--- config.mk ---
export PLATFORM = sky130hd
export DESIGN_NAME = rx_async_adapter
export DESIGN_NICKNAME = d
export VERILOG_FILES = /design/src/design/rx_async_pkg.sv /design/src/design/rx_flag_conditioner.sv /design/src/design/rx_status_capture.sv /design/src/design/rx_control_update.sv /design/src/design/rx_async_adapter.sv
export SDC_FILE = /design/constraint.sdc
export NUM_CORES = 1
export LEC_CHECK = 0
export BUFFER_PORTS_ARGS = -buffer_cell sky130_fd_sc_hd__buf_2
export CAP_MARGIN = 20
export CORE_UTILIZATION = 46
export DETAILED_ROUTE_END_ITERATION = 6
export GPL_TIMING_DRIVEN = 0
export PLACE_DENSITY = 0.83
export SETUP_SLACK_MARGIN = 0.05
export SYNTH_ARGS = -nofsm -noshare
export SYNTH_HDL_FRONTEND = slang
export SYNTH_SLANG_ARGS = --single-unit
--- constraint.sdc ---
create_clock -name rx_osc_clk -period 1.45 [get_ports rx_osc_clk]
set_input_delay 0.29 -clock rx_osc_clk [delete_from_list [all_inputs] [get_ports rx_osc_clk]]
set_output_delay 0.29 -clock rx_osc_clk [all_outputs]
set_load 0.01 [all_outputs]
--- src/design/rx_async_pkg.sv ---
// RX async sideband shared types
`default_nettype none

package rx_async_pkg;

	// Field widths
	parameter int WA_BOUNDARY_W = 5;
	parameter int A1A2_FLAG_W   = 4;
	parameter int EYE_MON_W     = 6;
	parameter int STRETCH_NUM_W = 3;
	parameter int STRETCH_DEPTH = 2 ** STRETCH_NUM_W;

	// Rate-match FIFO and PRBS event flags
	typedef struct packed {
		logic empty_rmf;
		logic full_rmf;
		logic prbs_err;
	} rmf_flags_t;

	// PCS status levels, first field is the MSB
	typedef struct packed {
		logic                     krfec_blk_lock;
		logic [1:0]               krfec_diag_status;
		logic                     krfec_frame;
		logic                     crc32_err;
		logic                     frame_lock;
		logic                     hi_ber;
		logic [A1A2_FLAG_W-1:0]   a1a2_k1k2_flag;
		logic                     signal_detect;
		logic [WA_BOUNDARY_W-1:0] wa_boundary;
		logic                     adapt_done;
		logic [1:0]               pcie_sw_done;
		logic                     rx_detect_valid;
		logic                     signal_ok;
		logic                     fifo_empty;
		logic                     fifo_full;
	} pcs_status_t;

	// Slow status word as seen by the fabric
	typedef struct packed {
		pcs_status_t pcs;
		rmf_flags_t  flags;
	} ssr_status_t;

	// Fast status word
	typedef struct packed {
		logic prbs_done;
		logic prbs_err;
	} fsr_status_t;

	// Slow control word from the fabric
	typedef struct packed {
		logic                 krfec_clr_errblk_cnt;
		logic                 clr_ber_count;
		logic                 a1a2_size;
		logic                 bitloc_rev_en;
		logic                 byte_rev_en;
		logic [2:0]           eidleinfersel;
		logic                 encdt;
		logic                 ltr;
		logic                 adapt_start;
		logic                 early_eios;
		logic [EYE_MON_W-1:0] eye_monitor;
		logic                 ltd_b;
		logic [1:0]           pcie_switch;
		logic                 ppm_lock;
		logic                 rs_lpbk_b;
		logic                 polinv_rx;
		logic                 syncsm_en;
		logic                 fifo_latency_adj_en;
		logic                 wr_align_clr;
		logic                 fabric_rx_dll_lock;
		logic                 pld_rx_dll_lock_req;
		logic                 fabric_rx_transfer_en;
		logic                 dcd_cal_req;
		logic [1:0]           spare;
	} ssr_ctrl_t;

	// Fast control word from the fabric
	typedef struct packed {
		logic bitslip;
		logic rxclkslip;
		logic prbs_err_clr;
	} fsr_ctrl_t;

endpackage

`default_nettype wire

--- src/design/rx_flag_conditioner.sv ---
// RMF and PRBS flag sync and stretch
`timescale 1ns/1ns
`default_nettype none

module rx_flag_conditioner (
	input  logic                                   rx_osc_clk,
	input  logic                                   rst,
	input  rx_async_pkg::rmf_flags_t               raw_flags,
	input  logic                                   stretch_enable,
	input  logic [rx_async_pkg::STRETCH_NUM_W-1:0] stretch_num_stages,
	output rx_async_pkg::rmf_flags_t               cond_flags
);

	localparam int FLAG_W = $bits(rx_async_pkg::rmf_flags_t);
	localparam int DEPTH  = rx_async_pkg::STRETCH_DEPTH;

	logic [FLAG_W-1:0]            sync_q1;
	logic [FLAG_W-1:0]            sync_q2;
	logic [DEPTH-1:0][FLAG_W-1:0] flag_hist;
	logic [FLAG_W-1:0]            stretched;

	// Two-flop synchronizer, flags are async to rx_osc_clk
	always_ff @(posedge rx_osc_clk) begin
		if (rst) begin
			sync_q1 <= '0;
			sync_q2 <= '0;
		end else begin
			sync_q1 <= raw_flags;
			sync_q2 <= sync_q1;
		end
	end

	// History shift register, entry 0 is the newest
	always_ff @(posedge rx_osc_clk) begin
		if (rst) begin
			flag_hist <= '0;
		end else begin
			flag_hist <= {flag_hist[DEPTH-2:0], sync_q2};
		end
	end

	// OR of the newest stretch_num_stages+1 entries
	always_comb begin
		stretched = '0;
		for (int k = 0; k < DEPTH; k++) begin
			if (k <= int'(stretch_num_stages)) begin
				stretched = stretched | flag_hist[k];
			end
		end
	end

	// Bypass passes the raw flags straight through
	assign cond_flags = stretch_enable ? rx_async_pkg::rmf_flags_t'(stretched) : raw_flags;

	a_bypass_raw: assert property (
		@(posedge rx_osc_clk) !stretch_enable |-> cond_flags == raw_flags
	) else $error("cond_flags differs from raw_flags in bypass");

	// A flag seen three edges ago must still show when stretching
	a_stretch_min: assert property (
		@(posedge rx_osc_clk) disable iff (rst)
		stretch_enable && $stable(stretch_enable) ##0 $past(raw_flags.prbs_err, 3)
			&& !$past(rst, 3) && !$past(rst, 2) && !$past(rst, 1)
			|-> cond_flags.prbs_err
	) else $error("stretched prbs_err dropped");

endmodule

`default_nettype wire

--- src/design/rx_status_capture.sv ---
// Slow and fast status capture
`timescale 1ns/1ns
`default_nettype none

module rx_status_capture #(
	parameter bit SIGDET_RST_VAL  = 1'b0,
	parameter bit CRC_ERR_RST_VAL = 1'b0
) (
	input  logic                      rx_osc_clk,
	input  logic                      rst,
	input  rx_async_pkg::pcs_status_t pcs_status,
	input  rx_async_pkg::rmf_flags_t  cond_flags,
	input  logic                      prbs_done,
	input  logic                      hssi_ssr_load,
	input  logic                      hssi_fsr_load,
	output rx_async_pkg::ssr_status_t ssr_status,
	output rx_async_pkg::fsr_status_t fsr_status
);

	rx_async_pkg::ssr_status_t ssr_next;
	rx_async_pkg::fsr_status_t fsr_next;

	// Words presented for capture
	always_comb begin
		ssr_next.pcs   = pcs_status;
		ssr_next.flags = cond_flags;
		fsr_next.prbs_done = prbs_done;
		fsr_next.prbs_err  = cond_flags.prbs_err;
	end

	// Slow status word
	always_ff @(posedge rx_osc_clk) begin
		if (rst) begin
			ssr_status <= '0;
			ssr_status.pcs.signal_detect <= SIGDET_RST_VAL;
			ssr_status.pcs.crc32_err     <= CRC_ERR_RST_VAL;
		end else if (hssi_ssr_load) begin
			ssr_status <= ssr_next;
		end
	end

	// Fast status word
	always_ff @(posedge rx_osc_clk) begin
		if (rst) begin
			fsr_status <= '0;
		end else if (hssi_fsr_load) begin
			fsr_status <= fsr_next;
		end
	end

	a_ssr_hold: assert property (
		@(posedge rx_osc_clk) disable iff (rst)
		!hssi_ssr_load |=> $stable(ssr_status)
	) else $error("ssr_status changed without a load");

	a_fsr_hold: assert property (
		@(posedge rx_osc_clk) disable iff (rst)
		!hssi_fsr_load |=> $stable(fsr_status)
	) else $error("fsr_status changed without a load");

endmodule

`default_nettype wire

--- src/design/rx_control_update.sv ---
// Fabric control update and DFT override
`timescale 1ns/1ns
`default_nettype none

module rx_control_update #(
	parameter bit LTR_RST_VAL   = 1'b0,
	parameter bit LTD_B_RST_VAL = 1'b0
) (
	input  logic                    rx_osc_clk,
	input  logic                    rst,
	input  rx_async_pkg::ssr_ctrl_t fabric_ssr_data,
	input  logic                    fabric_ssr_load,
	input  rx_async_pkg::fsr_ctrl_t fabric_fsr_data,
	input  logic                    fabric_fsr_load,
	input  logic                    dft_adpt_rst,
	output rx_async_pkg::ssr_ctrl_t pcs_ctrl,
	output rx_async_pkg::fsr_ctrl_t pcs_fast_ctrl,
	output rx_async_pkg::ssr_ctrl_t ssr_parity_copy,
	output rx_async_pkg::fsr_ctrl_t fsr_parity_copy
);

	rx_async_pkg::ssr_ctrl_t ssr_q;
	rx_async_pkg::fsr_ctrl_t fsr_q;

	// Slow control register
	always_ff @(posedge rx_osc_clk) begin
		if (rst) begin
			ssr_q       <= '0;
			ssr_q.ltr   <= LTR_RST_VAL;
			ssr_q.ltd_b <= LTD_B_RST_VAL;
		end else if (fabric_ssr_load) begin
			ssr_q <= fabric_ssr_data;
		end
	end

	// Fast control register
	always_ff @(posedge rx_osc_clk) begin
		if (rst) begin
			fsr_q <= '0;
		end else if (fabric_fsr_load) begin
			fsr_q <= fabric_fsr_data;
		end
	end

	// DFT reset holds the PMA in lock-to-reference
	always_comb begin
		pcs_ctrl = ssr_q;
		if (dft_adpt_rst) begin
			pcs_ctrl.ltr   = 1'b1;
			pcs_ctrl.ltd_b = 1'b1;
		end
	end

	assign pcs_fast_ctrl = fsr_q;

	// Parity checker sees the latched words, not the override
	assign ssr_parity_copy = ssr_q;
	assign fsr_parity_copy = fsr_q;

	a_dft_override: assert property (
		@(posedge rx_osc_clk)
		dft_adpt_rst |-> pcs_ctrl.ltr && pcs_ctrl.ltd_b
	) else $error("DFT override not applied to ltr/ltd_b");

	// Loaded words reach the outputs one cycle later
	a_ssr_load: assert property (
		@(posedge rx_osc_clk) disable iff (rst)
		fabric_ssr_load |=> ssr_parity_copy == $past(fabric_ssr_data)
	) else $error("ssr control not loaded");

	a_fsr_load: assert property (
		@(posedge rx_osc_clk) disable iff (rst)
		fabric_fsr_load |=> pcs_fast_ctrl == $past(fabric_fsr_data)
	) else $error("fsr control not loaded");

endmodule

`default_nettype wire

--- src/design/rx_async_adapter.sv ---
// RX async sideband adapter
// Flag conditioning, status capture and control update
`timescale 1ns/1ns
`default_nettype none

module rx_async_adapter #(
	parameter bit SIGDET_RST_VAL  = 1'b0,
	parameter bit CRC_ERR_RST_VAL = 1'b0,
	parameter bit LTR_RST_VAL     = 1'b0,
	parameter bit LTD_B_RST_VAL   = 1'b0
) (
	input  logic                                   rx_osc_clk,
	input  logic                                   rst,

	// PCS status and event flags
	input  rx_async_pkg::pcs_status_t              pcs_status,
	input  rx_async_pkg::rmf_flags_t               raw_flags,
	input  logic                                   prbs_done,

	// Static configuration
	input  logic                                   stretch_enable,
	input  logic [rx_async_pkg::STRETCH_NUM_W-1:0] stretch_num_stages,

	// Fabric control words
	input  rx_async_pkg::ssr_ctrl_t                fabric_ssr_data,
	input  logic                                   fabric_ssr_load,
	input  rx_async_pkg::fsr_ctrl_t                fabric_fsr_data,
	input  logic                                   fabric_fsr_load,

	// Status capture strobes
	input  logic                                   hssi_ssr_load,
	input  logic                                   hssi_fsr_load,

	input  logic                                   dft_adpt_rst,

	output rx_async_pkg::ssr_status_t              ssr_status,
	output rx_async_pkg::fsr_status_t              fsr_status,
	output rx_async_pkg::ssr_ctrl_t                pcs_ctrl,
	output rx_async_pkg::fsr_ctrl_t                pcs_fast_ctrl,
	output rx_async_pkg::ssr_ctrl_t                ssr_parity_copy,
	output rx_async_pkg::fsr_ctrl_t                fsr_parity_copy
);

	rx_async_pkg::rmf_flags_t cond_flags;

	rx_flag_conditioner rx_flag_conditioner_i (
		.rx_osc_clk         (rx_osc_clk),
		.rst                (rst),
		.raw_flags          (raw_flags),
		.stretch_enable     (stretch_enable),
		.stretch_num_stages (stretch_num_stages),
		.cond_flags         (cond_flags)
	);

	rx_status_capture #(
		.SIGDET_RST_VAL  (SIGDET_RST_VAL),
		.CRC_ERR_RST_VAL (CRC_ERR_RST_VAL)
	) rx_status_capture_i (
		.rx_osc_clk    (rx_osc_clk),
		.rst           (rst),
		.pcs_status    (pcs_status),
		.cond_flags    (cond_flags),
		.prbs_done     (prbs_done),
		.hssi_ssr_load (hssi_ssr_load),
		.hssi_fsr_load (hssi_fsr_load),
		.ssr_status    (ssr_status),
		.fsr_status    (fsr_status)
	);

	rx_control_update #(
		.LTR_RST_VAL   (LTR_RST_VAL),
		.LTD_B_RST_VAL (LTD_B_RST_VAL)
	) rx_control_update_i (
		.rx_osc_clk      (rx_osc_clk),
		.rst             (rst),
		.fabric_ssr_data (fabric_ssr_data),
		.fabric_ssr_load (fabric_ssr_load),
		.fabric_fsr_data (fabric_fsr_data),
		.fabric_fsr_load (fabric_fsr_load),
		.dft_adpt_rst    (dft_adpt_rst),
		.pcs_ctrl        (pcs_ctrl),
		.pcs_fast_ctrl   (pcs_fast_ctrl),
		.ssr_parity_copy (ssr_parity_copy),
		.fsr_parity_copy (fsr_parity_copy)
	);

endmodule

`default_nettype wire

==> summary.md <==
The height of the die was 90.5 um. STA classifies the critical path endpoint as an output pin. Class of the most critical hold timing path: input pin to flip-flop. The critical path goes through or2_4 -> buf_6.

The register clock-pin slew on the reported worst setup and hold paths works out to 0.09 ns. Largest stage delay on the critical path: 0.33 ns. The tools report the beginning of the worst hold path as fabric_ssr_data[12]. Logic depth of the worst register-to-register path: 4. The first routing iteration left 41 violations. In this run the clock root is driven by a clkbuf_8. Setup repair after global routing left no endpoint under its margin. Summing the sequential cell areas from Yosys gives 52.7% of the chip area.

Across the VDD grid, the largest voltage drop is 0.000872 V. The area growth from synthesis to layout is 33.6%. The total standard cell area after synthesis came out at 3610 um^2.

The count of buffers added on input and output ports is 173. The run gives 0.124 ns as the least setup slack across all paths after layout. The number of storage elements in the synthesis netlist was 95; the number of antenna violations at the first check in global routing was 0.

The count of cell instances traversed by the critical path is 2. Number of buffers and inverters on the critical path: 1. The run gives 1.04 ns as the data arrival time of the critical path. Timing would allow up to 754 MHz.

On the critical path, the stage with the largest delay is an instance of dfxtp_2. The category of cells accounting for the largest share of critical-path delay is flip-flops. TritonCTS built the clock tree. In this run the power density over the cells is 1090 nW/um^2. For the number of global-route vias before repair, the log shows 2875.

The logs give 8580 um for the total wirelength of the detailed-routed design and 95 for the clock sink count. The first global-routing pass estimated 13800 um of wire. The reported max-cap violation count was 0; the final critical path time including I/O delays and setup was 1.33 ns.

The slack of the worst reg-to-reg path was 0.20 ns; the largest net degree at the start of global routing was 16. The HPWL after detailed placement is 6530 um. The tools report the clock tree skew after final layout as 0.00832 ns. The initial utilization of the core area, before any placement, comes to 48.7%.

The run gives 1900 um^2 as the register area. Along the worst path, the maximum fanout reaches 2. Clock tree synthesis inserted a total of 9 buffers. The pre-CTS worst setup slack came out at 0.0439 ns.

The count of inserted antenna diode cells was 0; the final-report max-slew violation count was 0. The launch instance of the worst register-to-register path was rx_flag_conditioner_i.flag_hist[10]. The worst setup path is of the flip-flop to output pin kind. The flow ran to the end, and the final reports show no timing, DRC or antenna violations. The tools report the number of hold violations in the final report as 0. The worst register-to-register path ends at rx_status_capture_i.ssr_status[1]. The number of distinct library cells after synthesis was 27; the number of H-tree branching levels was 3. The clock latency at the later pin of the worst-skew pair is 0.35 ns, and the net total in the final layout is 611. The worst-case headroom to the max-slew limit is 67.9%. The run gives 31 as the total number of placement rows. The post-layout total power is 5.24 mW, and the final core area utilization is 65.0%.

The post-route netlist has 45.4% of its cells at a drive strength greater than 1. The analysis attributes to cell leakage a power of 2.56 nW. When the netlist entered floorplanning its net count stood at 425. In the final layout, the multi-input gates occupy 1330 um^2.

The tools report the core area as 7410 um^2. The actual transition at the worst max-transition pin works out to 0.482 ns. Average vias per placed instance: 4.75.

Before antenna repair, the detailed router went through 4 iterations. The antenna violation net count after detailed routing came out at 0. For this run, the number of standard cells in the final layout without fillers is 639. The data required time at the worst endpoint came out at 1.16 ns. The combined global-route utilization of all metal layers was 21.1%. For the number of warnings reported in the yosys synthesis log, the log shows 0. The worst hold path was traced through 3 stages.

The overall overflow remaining after global route was 0. The tools report the worst hold endpoint as rx_control_update_i.pcs_ctrl[12]. Routability-driven placement finished with a final weighted congestion of 0.850. The final count of negative-setup-slack endpoints was 0; the deepest clock path buffer count was 2. For this design the top-level I/O count stands at 176. Number of vias after detailed routing: 3037. The floorplan step defined a die boundary enclosing 8200 um^2. The die span in x works out to 90.5 um. Counting tap cells, the placed design contains a total of 622 instances. After detailed routing, the number of remaining DRC violations is 0.

The average wire length per cell after detail routing is 13.4 um, and the filler cell count is 636. The final-layout setup total negative slack was 0 ns; the post-route fraction of the period consumed by the critical path was 91.4%. In this run the mean area of a mapped cell was 10.3 um^2. The run gives 350 as the instance count of the mapped netlist. The startpoint type of the worst setup path is a flip-flop.
[cells by family after synthesis]
family	Yosys count	share of synthesized area, %
and+or+nand+nor	107	14.4
DFF	95	52.7
muxes	61	16.9
buffers and inverters	58	10.6
AOI/OAI and AO/OA	28	5.00
adders and majority gates	1	0.312
[through the flow]
step           area [um^2]  hold WS, ns
2_1_floorplan         3610        0.414
3_3_place_gp          4600        0.418
3_5_place_dp          4600        0.424
4_1_cts               4810        0.160
5_1_grt               4820        0.163
6_report              4820        0.171
[flip-flops by register name (all words and copies together), names as in the netlist]
register,count
rx_status_capture_i.fsr_status,2
rx_flag_conditioner_i.sync_q2,3
rx_flag_conditioner_i.sync_q1,3
rx_status_capture_i.ssr_status,27
rx_control_update_i.fsr_parity_copy,3
rx_flag_conditioner_i.flag_hist,24
rx_control_update_i.pcs_ctrl,31
rx_control_update_i.ssr_parity_copy,2
[worst min-delay path, stage by stage]
cell and delay [ns]:
buf_2 0.07, mux2i_1 0.05, nor2_1 0.07
[placed cells by master, fill, tap and decap left out, types with 3 or more instances in the layout]
cell type  count
o31ai_1        4
mux2i_1       61
nor2_1        63
nand2_1        5
inv_1          5
buf_4         41
o21ai_0        8
clkbuf_1       5
buf_2        180
clkbuf_8       9
nor2b_1       29
a21oi_1        6
dfxtp_1       93
buf_6          3
[layer usage]
| layer | track usage [%] | share of wire (%) | vias to the layer above |
|---|---|---|---|
| li1 | - | - | 1488 |
| met2 | 35.9 | 49 | 131 |
| met4 | 7.26 | 1.9 | 0 |
| met5 | 0 | 0 | - |
| met3 | 6.31 | 6.8 | 16 |
| met1 | 25.1 | 42 | 1402 |
[layout make-up]
cell class	instances	area share (%)
buffer	53	7.56
clock buffer	10	2.65
clock inverter	5	1.22
inverter	5	0.390
multi-input combinational	197	27.5
sequential	95	39.5
tap	99	2.57
timing repair buffer	175	18.5
[timing repair]
| item | in CTS | in global routing |
|---|---|---|
| gates resized for setup | 3 | 3 |
| pin swaps | 0 | 0 |
| hold buffers | 0 | 0 |
| setup buffers | 2 | 0 |
| gates cloned | 0 | 0 |
| setup endpoints to repair | 2 | 2 |
[how the worst max path moves through the flow]
stage / end / slack [ns] / startpoint
after floorplan: rx_status_capture_i.fsr_status[0] / 0.31 / stretch_num_stages[1]
after global placement: rx_status_capture_i.fsr_status[1] / 0.07 / rst
after detailed placement: rx_control_update_i.pcs_ctrl[29] / 0.04 / rst
after CTS: pcs_ctrl[14] / 0.05 / rx_control_update_i.ssr_parity_copy[14]
after global routing: pcs_ctrl[23] / 0.07 / rx_control_update_i.ssr_parity_copy[23]
final: pcs_ctrl[23] / 0.12 / rx_control_update_i.ssr_parity_copy[23]
[synthesized netlist by cell type, drive strengths merged]
master	count	area [um^2]
dfxtp	95	1900
nor2	63	236
mux2i	61	611
buf	49	349
nor2b	29	181
o21ai	9	45.0
a21oi	6	30.0
inv	5	18.8
nand2	5	18.8
clkbuf	4	15.0
o31ai	4	30.0
o22ai	3	25.0
a211oi	2	15.0
nand2b	2	12.5
nand4b	2	17.5
o32a	2	20.0
or2	2	12.5
or3b	2	17.5
maj3	1	11.3
nand3b	1	7.51
nor4b	1	15.0
o211ai	1	7.51
o21a	1	7.51
[report_power, final]
part	switching, mW	internal [mW]
logic	0.372	0.396
registers	0.0721	2.73
clock network	0.883	0.792
(Power assumes the default switching activity.)
